--- src/verilog/cycleTerm_config.svh ---
////////////////////////////////////////
// Address map and timing constants for the cycle termination block
// Windows are base plus mask, so each size must be a power of two
// CIA_HALF_PERIOD below 4 hides CIA clock levels from the synchronizer
////////////////////////////////////////
`ifndef CYCLETERM_CONFIG_SVH
`define CYCLETERM_CONFIG_SVH

// Kickstart ROM, 512K at the top of the 24-bit space
`define ROM_BASE        32'h00F8_0000
`define ROM_MASK        32'hFFF8_0000
// Both CIAs share one 64K window, A12 and A13 pick the chip
`define CIA_BASE        32'h00BF_0000
`define CIA_MASK        32'hFFFF_0000
`define CHIP_BASE       32'h0000_0000
`define CHIP_MASK       32'hFFE0_0000
`define REG_BASE        32'h00DF_0000
`define REG_MASK        32'hFFFF_0000
`define FAST_BASE       32'h0800_0000
`define FAST_MASK       32'hF800_0000

// Clocks from ROM cycle start to acknowledge, fits the 2-bit counter
`define ROM_WAIT        4
`define CIA_HALF_PERIOD 6
`define IACK_TT         2'd3

`endif

--- src/verilog/cycleTermPkg.sv ---
////////////////////////////////////////
// Shared types for the cycle termination block
// Widths follow the 68040 local bus
////////////////////////////////////////
package cycleTermPkg;

    // Full 32-bit bus address
    typedef logic [31:0] addr_t;

    // Transfer type from the processor
    // Value 3 is interrupt acknowledge
    typedef logic [1:0] tt_t;

    // ROM setup delay counter
    typedef logic [1:0] romCount_t;

    // Two-stage history of the sampled CIA clock
    typedef logic [1:0] ciaSync_t;

    // CIA acknowledge FSM
    // Idle waits for a CIA cycle with the clock high, armed waits for it to fall
    typedef enum logic {
        ciaIdle,
        ciaArmed
    } ciaAckState_t;

endpackage

--- src/verilog/addressDecode.sv ---
////////////////////////////////////////
// Purely combinational, flags settle with the address
// An interrupt acknowledge masks every space flag and select
// Chip selects and ROM enable follow ts, the space flags do not
////////////////////////////////////////
`include "cycleTerm_config.svh"

module addressDecode (
    input  cycleTermPkg::addr_t address,
    input  cycleTermPkg::tt_t   tt,
    input  logic                ts,
    output logic                romSpace,
    output logic                ciaSpace,
    output logic                ciaEnable,
    output logic                autoVector,
    output logic                knownAddress,
    output logic                nRomEn,
    output logic                nCiaCsA,
    output logic                nCiaCsB
);

    // Raw window hits
    logic romHit;
    logic ciaHit;
    logic chipHit;
    logic regHit;
    logic fastHit;
    // CIA selects before ts gating, active high
    logic ciaSelA;
    logic ciaSelB;

    ////////////////////////////////////////
    // Window compare
    ////////////////////////////////////////

    assign romHit  = (address & `ROM_MASK)  == `ROM_BASE;
    assign ciaHit  = (address & `CIA_MASK)  == `CIA_BASE;
    assign chipHit = (address & `CHIP_MASK) == `CHIP_BASE;
    assign regHit  = (address & `REG_MASK)  == `REG_BASE;
    assign fastHit = (address & `FAST_MASK) == `FAST_BASE;

    // Any of the five windows, whatever tt says
    assign knownAddress = romHit | ciaHit | chipHit | regHit | fastHit;

    // Autovector cycles carry the interrupt level on the address bus
    assign autoVector = (tt == `IACK_TT);

    // Spaces this block may terminate, never during an IACK
    assign romSpace = romHit & ~autoVector;
    assign ciaSpace = ciaHit & ~autoVector;

    ////////////////////////////////////////
    // CIA chip select
    ////////////////////////////////////////

    // CIA A sits on A12 low
    assign ciaSelA = ciaSpace & ~address[12];
    // CIA B sits on A13 low
    assign ciaSelB = ciaSpace & ~address[13];

    // Exactly one chip may be selected for the cycle to be acked
    assign ciaEnable = ciaSelA ^ ciaSelB;

    ////////////////////////////////////////
    // Board enables, active low
    ////////////////////////////////////////

    assign nRomEn  = ~(romSpace & ts);
    assign nCiaCsA = ~(ciaSelA & ts);
    assign nCiaCsB = ~(ciaSelB & ts);

endmodule

--- src/verilog/ciaClockGen.sv ---
////////////////////////////////////////
// Free-running CIA clock, low out of reset
// Period is twice CIA_HALF_PERIOD cycles of CLK40
////////////////////////////////////////
`include "cycleTerm_config.svh"

module ciaClockGen (
    input  logic CLK40,
    input  logic nRESET,
    output logic ciaClk
);

    // Enough bits to hold CIA_HALF_PERIOD - 1
    localparam int DivWidth = $clog2(`CIA_HALF_PERIOD);
    localparam logic [DivWidth-1:0] DivLast = DivWidth'(`CIA_HALF_PERIOD - 1);

    logic [DivWidth-1:0] divCount;

    ////////////////////////////////////////
    // Half-period divider
    ////////////////////////////////////////

    // Toggle on the last count of each half
    always_ff @(posedge CLK40 or negedge nRESET) begin
        if (!nRESET) begin
            divCount <= '0;
            ciaClk   <= 1'b0;
        end else begin
            if (divCount == DivLast) begin
                divCount <= '0;
                ciaClk   <= ~ciaClk;
            end else begin
                divCount <= divCount + 1'b1;
            end
        end
    end

endmodule

--- src/verilog/transferAck.sv ---
////////////////////////////////////////
// nTA for ROM, CIA, autovector and unmapped cycles only
// taOe goes to the pad tri-state, RAM and register cycles are acked elsewhere
// The master must drop ts the cycle after it sees nTA low
////////////////////////////////////////
`include "cycleTerm_config.svh"

module transferAck (
    input  logic CLK40,
    input  logic nRESET,
    input  logic ts,
    input  logic romSpace,
    input  logic ciaSpace,
    input  logic ciaEnable,
    input  logic autoVector,
    input  logic knownAddress,
    input  logic ciaClk,
    output logic nTA,
    output logic taOe
);

    // Counter value seen on the edge that fires the ROM ack
    localparam cycleTermPkg::romCount_t RomLast = cycleTermPkg::romCount_t'(`ROM_WAIT - 1);

    // ROM delay
    cycleTermPkg::romCount_t romCount;
    logic                    romTa;
    logic                    romDone;
    // Short cycle shifter, bit 1 is the ack
    logic [1:0]              shortTa;
    logic                    shortCycle;
    // CIA clock sampling and ack
    cycleTermPkg::ciaSync_t     ciaSync;
    cycleTermPkg::ciaAckState_t ciaState;
    logic                       ciaTa;

    ////////////////////////////////////////
    // Transfer acknowledge output
    ////////////////////////////////////////

    assign nTA = ~(romTa | shortTa[1] | ciaTa);

    // Drive the pad only for spaces terminated here
    assign taOe = ts & (romSpace | ciaSpace | autoVector | ~knownAddress);

    ////////////////////////////////////////
    // ROM setup delay
    ////////////////////////////////////////

    // Counts from the first edge with ts high in ROM space
    // romDone stops a second ack if ts is held past the ack
    always_ff @(posedge CLK40 or negedge nRESET) begin
        if (!nRESET) begin
            romCount <= '0;
            romTa    <= 1'b0;
            romDone  <= 1'b0;
        end else begin
            if (!(ts && romSpace)) begin
                romCount <= '0;
                romTa    <= 1'b0;
                romDone  <= 1'b0;
            end else if (romDone) begin
                // One cycle only
                romTa <= 1'b0;
            end else if (romCount == RomLast) begin
                romTa   <= 1'b1;
                romDone <= 1'b1;
            end else begin
                romCount <= romCount + 1'b1;
            end
        end
    end

    ////////////////////////////////////////
    // Short cycle ack
    ////////////////////////////////////////

    // IACK gets its vector from autovectoring, unmapped cycles end at once
    assign shortCycle = ts & (autoVector | ~knownAddress);

    // Single one walks out of bit 1 after edge 2 and stays out
    always_ff @(posedge CLK40 or negedge nRESET) begin
        if (!nRESET) begin
            shortTa <= 2'b01;
        end else begin
            if (shortCycle) begin
                shortTa <= shortTa << 1;
            end else begin
                shortTa <= 2'b01;
            end
        end
    end

    ////////////////////////////////////////
    // CIA ack
    ////////////////////////////////////////

    // CIA data is valid at the falling edge of its clock
    // Arm on a steady high, ack one clock after a steady low
    always_ff @(posedge CLK40 or negedge nRESET) begin
        if (!nRESET) begin
            ciaSync  <= '0;
            ciaState <= cycleTermPkg::ciaIdle;
            ciaTa    <= 1'b0;
        end else begin
            // History restarts with each cycle
            // Clock levels from before ts never arm the ack
            if (ts) begin
                ciaSync <= {ciaSync[0], ciaClk};
            end else begin
                ciaSync <= '0;
            end
            ciaTa   <= 1'b0;
            case (ciaState)
                cycleTermPkg::ciaIdle: begin
                    if (ciaSync == 2'b11 && ciaEnable && ts) begin
                        ciaState <= cycleTermPkg::ciaArmed;
                    end
                end
                cycleTermPkg::ciaArmed: begin
                    if (!ts) begin
                        // Cycle went away, do not ack the next one
                        ciaState <= cycleTermPkg::ciaIdle;
                    end else if (ciaSync == 2'b00) begin
                        ciaTa    <= 1'b1;
                        ciaState <= cycleTermPkg::ciaIdle;
                    end
                end
                default: ciaState <= cycleTermPkg::ciaIdle;
            endcase
        end
    end

endmodule

--- src/verilog/cycleTermTop.sv ---
////////////////////////////////////////
// Cycle termination for a 68040 local bus
// nTA is only valid while taOe is high, the pad does the tri-state
////////////////////////////////////////

module cycleTermTop (
    input  logic                CLK40,
    input  logic                nRESET,
    input  logic                ts,
    input  cycleTermPkg::addr_t address,
    input  cycleTermPkg::tt_t   tt,
    output logic                nTA,
    output logic                taOe,
    output logic                nRomEn,
    output logic                nCiaCsA,
    output logic                nCiaCsB,
    output logic                ciaClk
);

    // Decode flags into the ack block
    logic romSpace;
    logic ciaSpace;
    logic ciaEnable;
    logic autoVector;
    logic knownAddress;

    ////////////////////////////////////////
    // Address decode
    ////////////////////////////////////////

    addressDecode uDecode (
        .address      (address),
        .tt           (tt),
        .ts           (ts),
        .romSpace     (romSpace),
        .ciaSpace     (ciaSpace),
        .ciaEnable    (ciaEnable),
        .autoVector   (autoVector),
        .knownAddress (knownAddress),
        .nRomEn       (nRomEn),
        .nCiaCsA      (nCiaCsA),
        .nCiaCsB      (nCiaCsB)
    );

    ////////////////////////////////////////
    // CIA clock
    ////////////////////////////////////////

    // Also used for the E clock timing of the CIA cycles
    ciaClockGen uCiaClk (
        .CLK40  (CLK40),
        .nRESET (nRESET),
        .ciaClk (ciaClk)
    );

    ////////////////////////////////////////
    // Transfer acknowledge
    ////////////////////////////////////////

    transferAck uAck (
        .CLK40        (CLK40),
        .nRESET       (nRESET),
        .ts           (ts),
        .romSpace     (romSpace),
        .ciaSpace     (ciaSpace),
        .ciaEnable    (ciaEnable),
        .autoVector   (autoVector),
        .knownAddress (knownAddress),
        .ciaClk       (ciaClk),
        .nTA          (nTA),
        .taOe         (taOe)
    );

endmodule

--- config.mk ---
export PLATFORM = sky130hd
export DESIGN_NAME = cycleTermTop
export DESIGN_NICKNAME = d
export VERILOG_FILES = /design/src/verilog/cycleTermPkg.sv /design/src/verilog/addressDecode.sv /design/src/verilog/ciaClockGen.sv /design/src/verilog/transferAck.sv /design/src/verilog/cycleTermTop.sv
export VERILOG_INCLUDE_DIRS = /design/src /design/src/verilog
export SDC_FILE = /design/constraint.sdc
export NUM_CORES = 1
export LEC_CHECK = 0
export BUFFER_PORTS_ARGS = -buffer_cell sky130_fd_sc_hd__buf_2
export CAP_MARGIN = 10
export CORE_MARGIN = 2
export CORE_UTILIZATION = 44
export DETAILED_ROUTE_END_ITERATION = 10
export PLACE_DENSITY = 0.82
export SYNTH_ARGS = -nofsm -noshare
export SYNTH_HDL_FRONTEND = slang
export SYNTH_SLANG_ARGS = --single-unit
--- constraint.sdc ---
create_clock -name CLK40 -period 2.5 [get_ports CLK40]
set_input_delay 0.125 -clock CLK40 [delete_from_list [all_inputs] [get_ports CLK40]]
set_output_delay 0.125 -clock CLK40 [all_outputs]
set_load 0.03 [all_outputs]
# After elaboration in Yosys (flattened, before gate mapping)
# Index checks and enable logic that the tools add are counted.
[totals] in_bits=37 wordCells=77 out_inout_bits=6 reg_bits=14
[classes] eq_ne=11 addsub=2 n_reduce_logical=6 mux=19 bitwise_logic=30
[ops] operator="$eq 16x8->1 const B" count=2
[ops] operator="$logic_not 32->1" count=1
[ops] operator="$eq 13x5->1 const B" count=1
[ops] operator="$mux 1" count=12
[ops] operator="$mux 2" count=5
[ops] operator="$not 1->1" count=10
[ops] operator="$or 1x1->1" count=10
[ops] operator="$and 1x1->1" count=9
[ops] operator="$eq 2x2->1 const B" count=3
[ops] operator="$eq 5x1->1 const B" count=1
[ops] operator="$ne 2x2->1 const B" count=2
[ops] operator="$add 3x1->3 const B" count=1
[ops] operator="$eq 3x3->1 const B" count=1
[ops] operator="$logic_and 1x1->1" count=3
[ops] operator="$mux 3" count=1
[ops] operator="$ne 3x2->1 const B" count=1
[ops] operator="$add 2x1->2 const B" count=1
[ops] operator="$logic_not 2->1" count=1
[ops] operator="$pmux 1 s2" count=1
[ops] operator="$reduce_and 2->1" count=1
[ops] operator="$xor 1x1->1" count=1

# Logic depth before layout (Yosys ltp)
[depth] word_depth=9 ltp_mapped=5 mapped_depth_nobuf=4

# Hierarchy
# A second synthesis with hierarchy kept.
[hier_totals] hier_cells=68 hier_area_um2=705.7
[modules_own_cells] mod="transferAck" instances=1 cells_per_inst=34 seq_area_each_um2=251.5 area_each_um2=387.9
[modules_own_cells] mod="addressDecode" instances=1 cells_per_inst=22 seq_area_each_um2=0.0 area_each_um2=166.4
[modules_own_cells] mod="ciaClockGen" instances=1 cells_per_inst=12 seq_area_each_um2=100.1 area_each_um2=151.4

# Least setup slack after synthesis
# No wires, ideal clock.
[synth_timing] path_type="input -> output" start="in address[28]" end="out nCiaCsA" n_path_buf=0 setup_slack_ps=1168 required_ps=2375 stages=4 arrival_ps=1207 cell_sequence="nor4_4 nand4_2 nor4_1 nand2b_1"
[synth_between] elab_chain_cells=5
[synth_lines] element="from (decl)" line="cycleTermTop.sv:10" text="input cycleTermPkg::addr_t address,"
[synth_lines] element="$eq 16x8->1 (no line)"
[synth_lines] element="$and 1x1->1" line="addressDecode.sv:50" text="assign ciaSpace = ciaHit & ~autoVector;"
[synth_lines] element="$and 1x1->1" line="addressDecode.sv:57" text="assign ciaSelA = ciaSpace & ~address[12];"
[synth_lines] element="$and 1x1->1" line="addressDecode.sv:69" text="assign nCiaCsA = ~(ciaSelA & ts);"
[synth_lines] element="$not 1->1" line="addressDecode.sv:69"
[synth_lines] element="to (decl)" line="cycleTermTop.sv:15" text="output logic nCiaCsA,"
# No other way between the ends.

# Worst setup path after layout
[layout_timing] start="in address[28]" end="out taOe"
[layout_between] elab_chain_cells=8 elab_cells_between_ends=16 classes_between="eq/ne (4); bitwise (11); reduce/logical (1)"
[layout_lines] element="$eq 16x8->1 (no line) / $eq 13x5->1 (equally long branches)"
[layout_lines] element="$or 1x1->1 (4 in series)" line="addressDecode.sv:43" text="assign knownAddress = romHit | ciaHit | chipHit | regHit | fastHit;"
[layout_lines] element="$not 1->1" line="transferAck.sv:44" text="assign taOe = ts & (romSpace | ciaSpace | autoVector | ~knownAddress);"
[layout_lines] element="$or 1x1->1 (*)" line="transferAck.sv:44"
[layout_lines] element="$and 1x1->1 (*)" line="transferAck.sv:44"
[layout_lines] element="to (decl)" line="cycleTermTop.sv:13" text="output logic taOe,"
# Every way passes the cells marked *; elsewhere a longest branch is shown, timed or not.

==> results.py <==
metrics = {
    "outcome": {
        "status": "complete, no violations",
    },
    "placed_design": {
        "gp_congestion": 0.698,
        "dpl_cell_area_um2": 847,
        "dp.cells": 108,
        "io_buffers": 28,
        "dp_slack_ps": 906,
        "hpwl_um": 997,
    },
    "clock_tree": {
        "clk_latency_ps": 280,
        "cts_tree": "done",
        "path_clk_slew_ps": 80,
        "clock_path_buffers": 2,
        "ctsRootBufferMaster": "clkbuf_4",
        "ctsHoldBuffers": 1,
        "cts.sinks": 14,
        "ctsResizeCount": 0,
        "numCtsBuffers": 3,
        "post_cts_buffers": 0,
        "htree_levels": 1,
    },
    "sta": {
        "finalCritPeriodShare_pct": 63.2,
        "maxSlewHeadroom_pct": 59.4,
        "hold_viol": 0,
        "finalSetupTns_ps": 0,
        "fin_crit_ps": 1580,
        "setup_viol": 0,
        "whs_ps": 115,
        "skew_ps": 6.37,
        "worst_pin_slew_ps": 601,
        "rsz0062_at_grt": "no",
        "slew_viol_final": 0,
        "fmax_ghz": 0.633,
        "fin_ws_ps": 920,
    },
    "floorplanning": {
        "io_pins": 43,
        "fp.dieW_um": 43.8,
        "dieArea_um2": 1920,
        "initial_utilization_pct": 46.9,
        "coreArea_um2": 1490,
        "std_cell_rows": 14,
        "die_h_um": 43.8,
    },
    "power_and_ir_drop": {
        "finalPower_mw": 0.436,
        "ir_worst_vdd_mv": 0.298,
        "p_per_area_nw_per_um2": 488,
        "cellLeakagePower_nw": 0.431,
    },
    "logic_synthesis": {
        "async_reset_ff_share_pct": 100,
        "yosysMostFrequentCell": "dfrtp_1",
        "ys_seq_area_share_pct": 50.4,
        "yosysTopAreaCell": "dfrtp_1",
        "ys.flop_type": "dfrtp_1",
        "syn_area_per_cell_um2": 10.7,
        "synthCells": 65,
        "yosysTopAreaCellShare_pct": 46.6,
        "syn_area_um2": 698,
        "synth_edf_count": 0,
        "synth_common_cells": "13 x dfrtp_1, 6 x nor2_1, 5 x nand2_1, 5 x nor3_1",
        "synth_cell_types": 29,
        "synth.top_cells.by_area": "dfrtp_1 47%, nor4_4 6.1%, dfstp_2 3.8%, nor3_1 3.6%, nor2_1 3.2%",
        "ys_ff_latch": 14,
        "yosys_warnings": 0,
        "syn_nets": 103,
    },
    "finish": {
        "drive_gt1_share_pct": 40.2,
        "final_nets": 136,
        "fin_cells": 113,
        "fin_util_pct": 60.0,
        "fin_area_um2": 893,
        "n_antenna_cell": 0,
        "area_growth_pct": 28.0,
    },
    "drt": {
        "firstDrtPassIters": 3,
        "drt-initial-drc-count": 6,
        "routed-via-count": 567,
        "routed_wl_um": 1170,
        "drc_errors": 0,
        "vias_per_cell": 5.02,
        "final_antenna_net_count": 0,
        "routedWlPerCell_um": 10.4,
    },
    "setup_path": {
        "arrival_ps": 1450,
        "endpoint_kind": "output port",
        "worstPathMaxFanout": 3,
        "critPathRequiredTime_ps": 2380,
        "critPathKind": "primary input to output port",
        "critPathLaunchType": "primary input",
    },
    "global_route": {
        "grt_start_max_net_pins": 15,
        "antenna_found_initial": 0,
        "grt_overflow_total": 0,
        "grt_pass1_wl_um": 2040,
        "grt_use_total_pct": 14.3,
        "grt_pass1_vias": 536,
    },
    "hold_path": {
        "hold_class": "primary input to flop",
    },
    "run": {
        "maxCapViolCount": 0,
    },
}
-- flip-flops by register name, indices dropped and copies added (netlist names) --
name / flops
uAck.ciaState: 1
uAck.ciaSync: 2
uAck.ciaTa: 1
uAck.romCount: 2
uAck.romDone: 1
uAck.romTa: 1
uAck.shortTa: 2
uCiaClk.ciaClk: 1
uCiaClk.divCount: 3
-- final timing paths --
path	startpoint	to	slack [ps]	depth (start not counted)
worst max register to register	uAck.romCount[0]	uAck.romCount[0]	1330	4
max in group asynchronous	nRESET	uAck.shortTa[0]	1950	2
min in group asynchronous	nRESET	uCiaClk.ciaClk	260	2
worst max-delay path	address[28]	taOe	920	6
worst min-delay path	ts	uAck.ciaSync[0]	110	2
worst min register to register	uAck.ciaSync[1]	uAck.ciaTa	480	1
-- critical path, stage by stage --
cell	delay, ps
buf_2	110
nor4_4	320
nand3_1	100
o311ai_0	520
inv_1	80
buf_2	200
-- cell type report --
cell class,instances,area [um2]
fill,137,596
sequential,14,352
multi-input combinational,46,320
timing repair buffer,29,150
clock buffer,4,36.3
tap,16,20.0
inverter,4,15.0
-- power breakdown --
| part | internal (mW) | switching, mW |
|---|---|---|
| clock network | 0.0885 | 0.0700 |
| registers | 0.229 | 0.00101 |
| logic | 0.0224 | 0.0249 |
-- cell usage in the layout (no fill, tap or decap), drive strengths merged --
cell	netlist	layout
a21o	1	1
a21oi	1	1
and2	2	2
and3	1	1
buf	1	28
clkbuf	0	4
dfrtp	13	13
dfstp	1	1
dlygate4sd3	0	1
ha	1	1
inv	4	4
nand2	5	5
nand2b	2	2
nand3	4	4
nand4	2	2
nor2	6	6
nor3	6	6
nor3b	1	1
nor4	3	3
o21a	1	1
o21ai	2	2
o22a	1	1
o2bb2ai	1	1
o311ai	1	1
or2	1	1
or3	1	1
xnor2	2	2
xor2	1	1
-- logic make-up after synthesis --
family,count (synthesis),share of synthesized area (%)
simple gates,34,31.7
flops,14,50.4
compound gates,8,8.60
buf+inv,5,3.76
xor+xnor,3,3.76
fa+ha+maj,1,1.79
-- per-layer routing --
| metal | track usage, % | up-vias | share of wire (%) |
|---|---|---|---|
| li1 | - | 290 | - |
| met2 | 25.3 | 16 | 52 |
| met5 | 0 | - | 0 |
| met1 | 15.7 | 261 | 44 |
| met4 | 7.27 | 0 | 0 |
| met3 | 3.75 | 0 | 4.2 |
No activity file was read; power rests on OpenSTA's default activity.
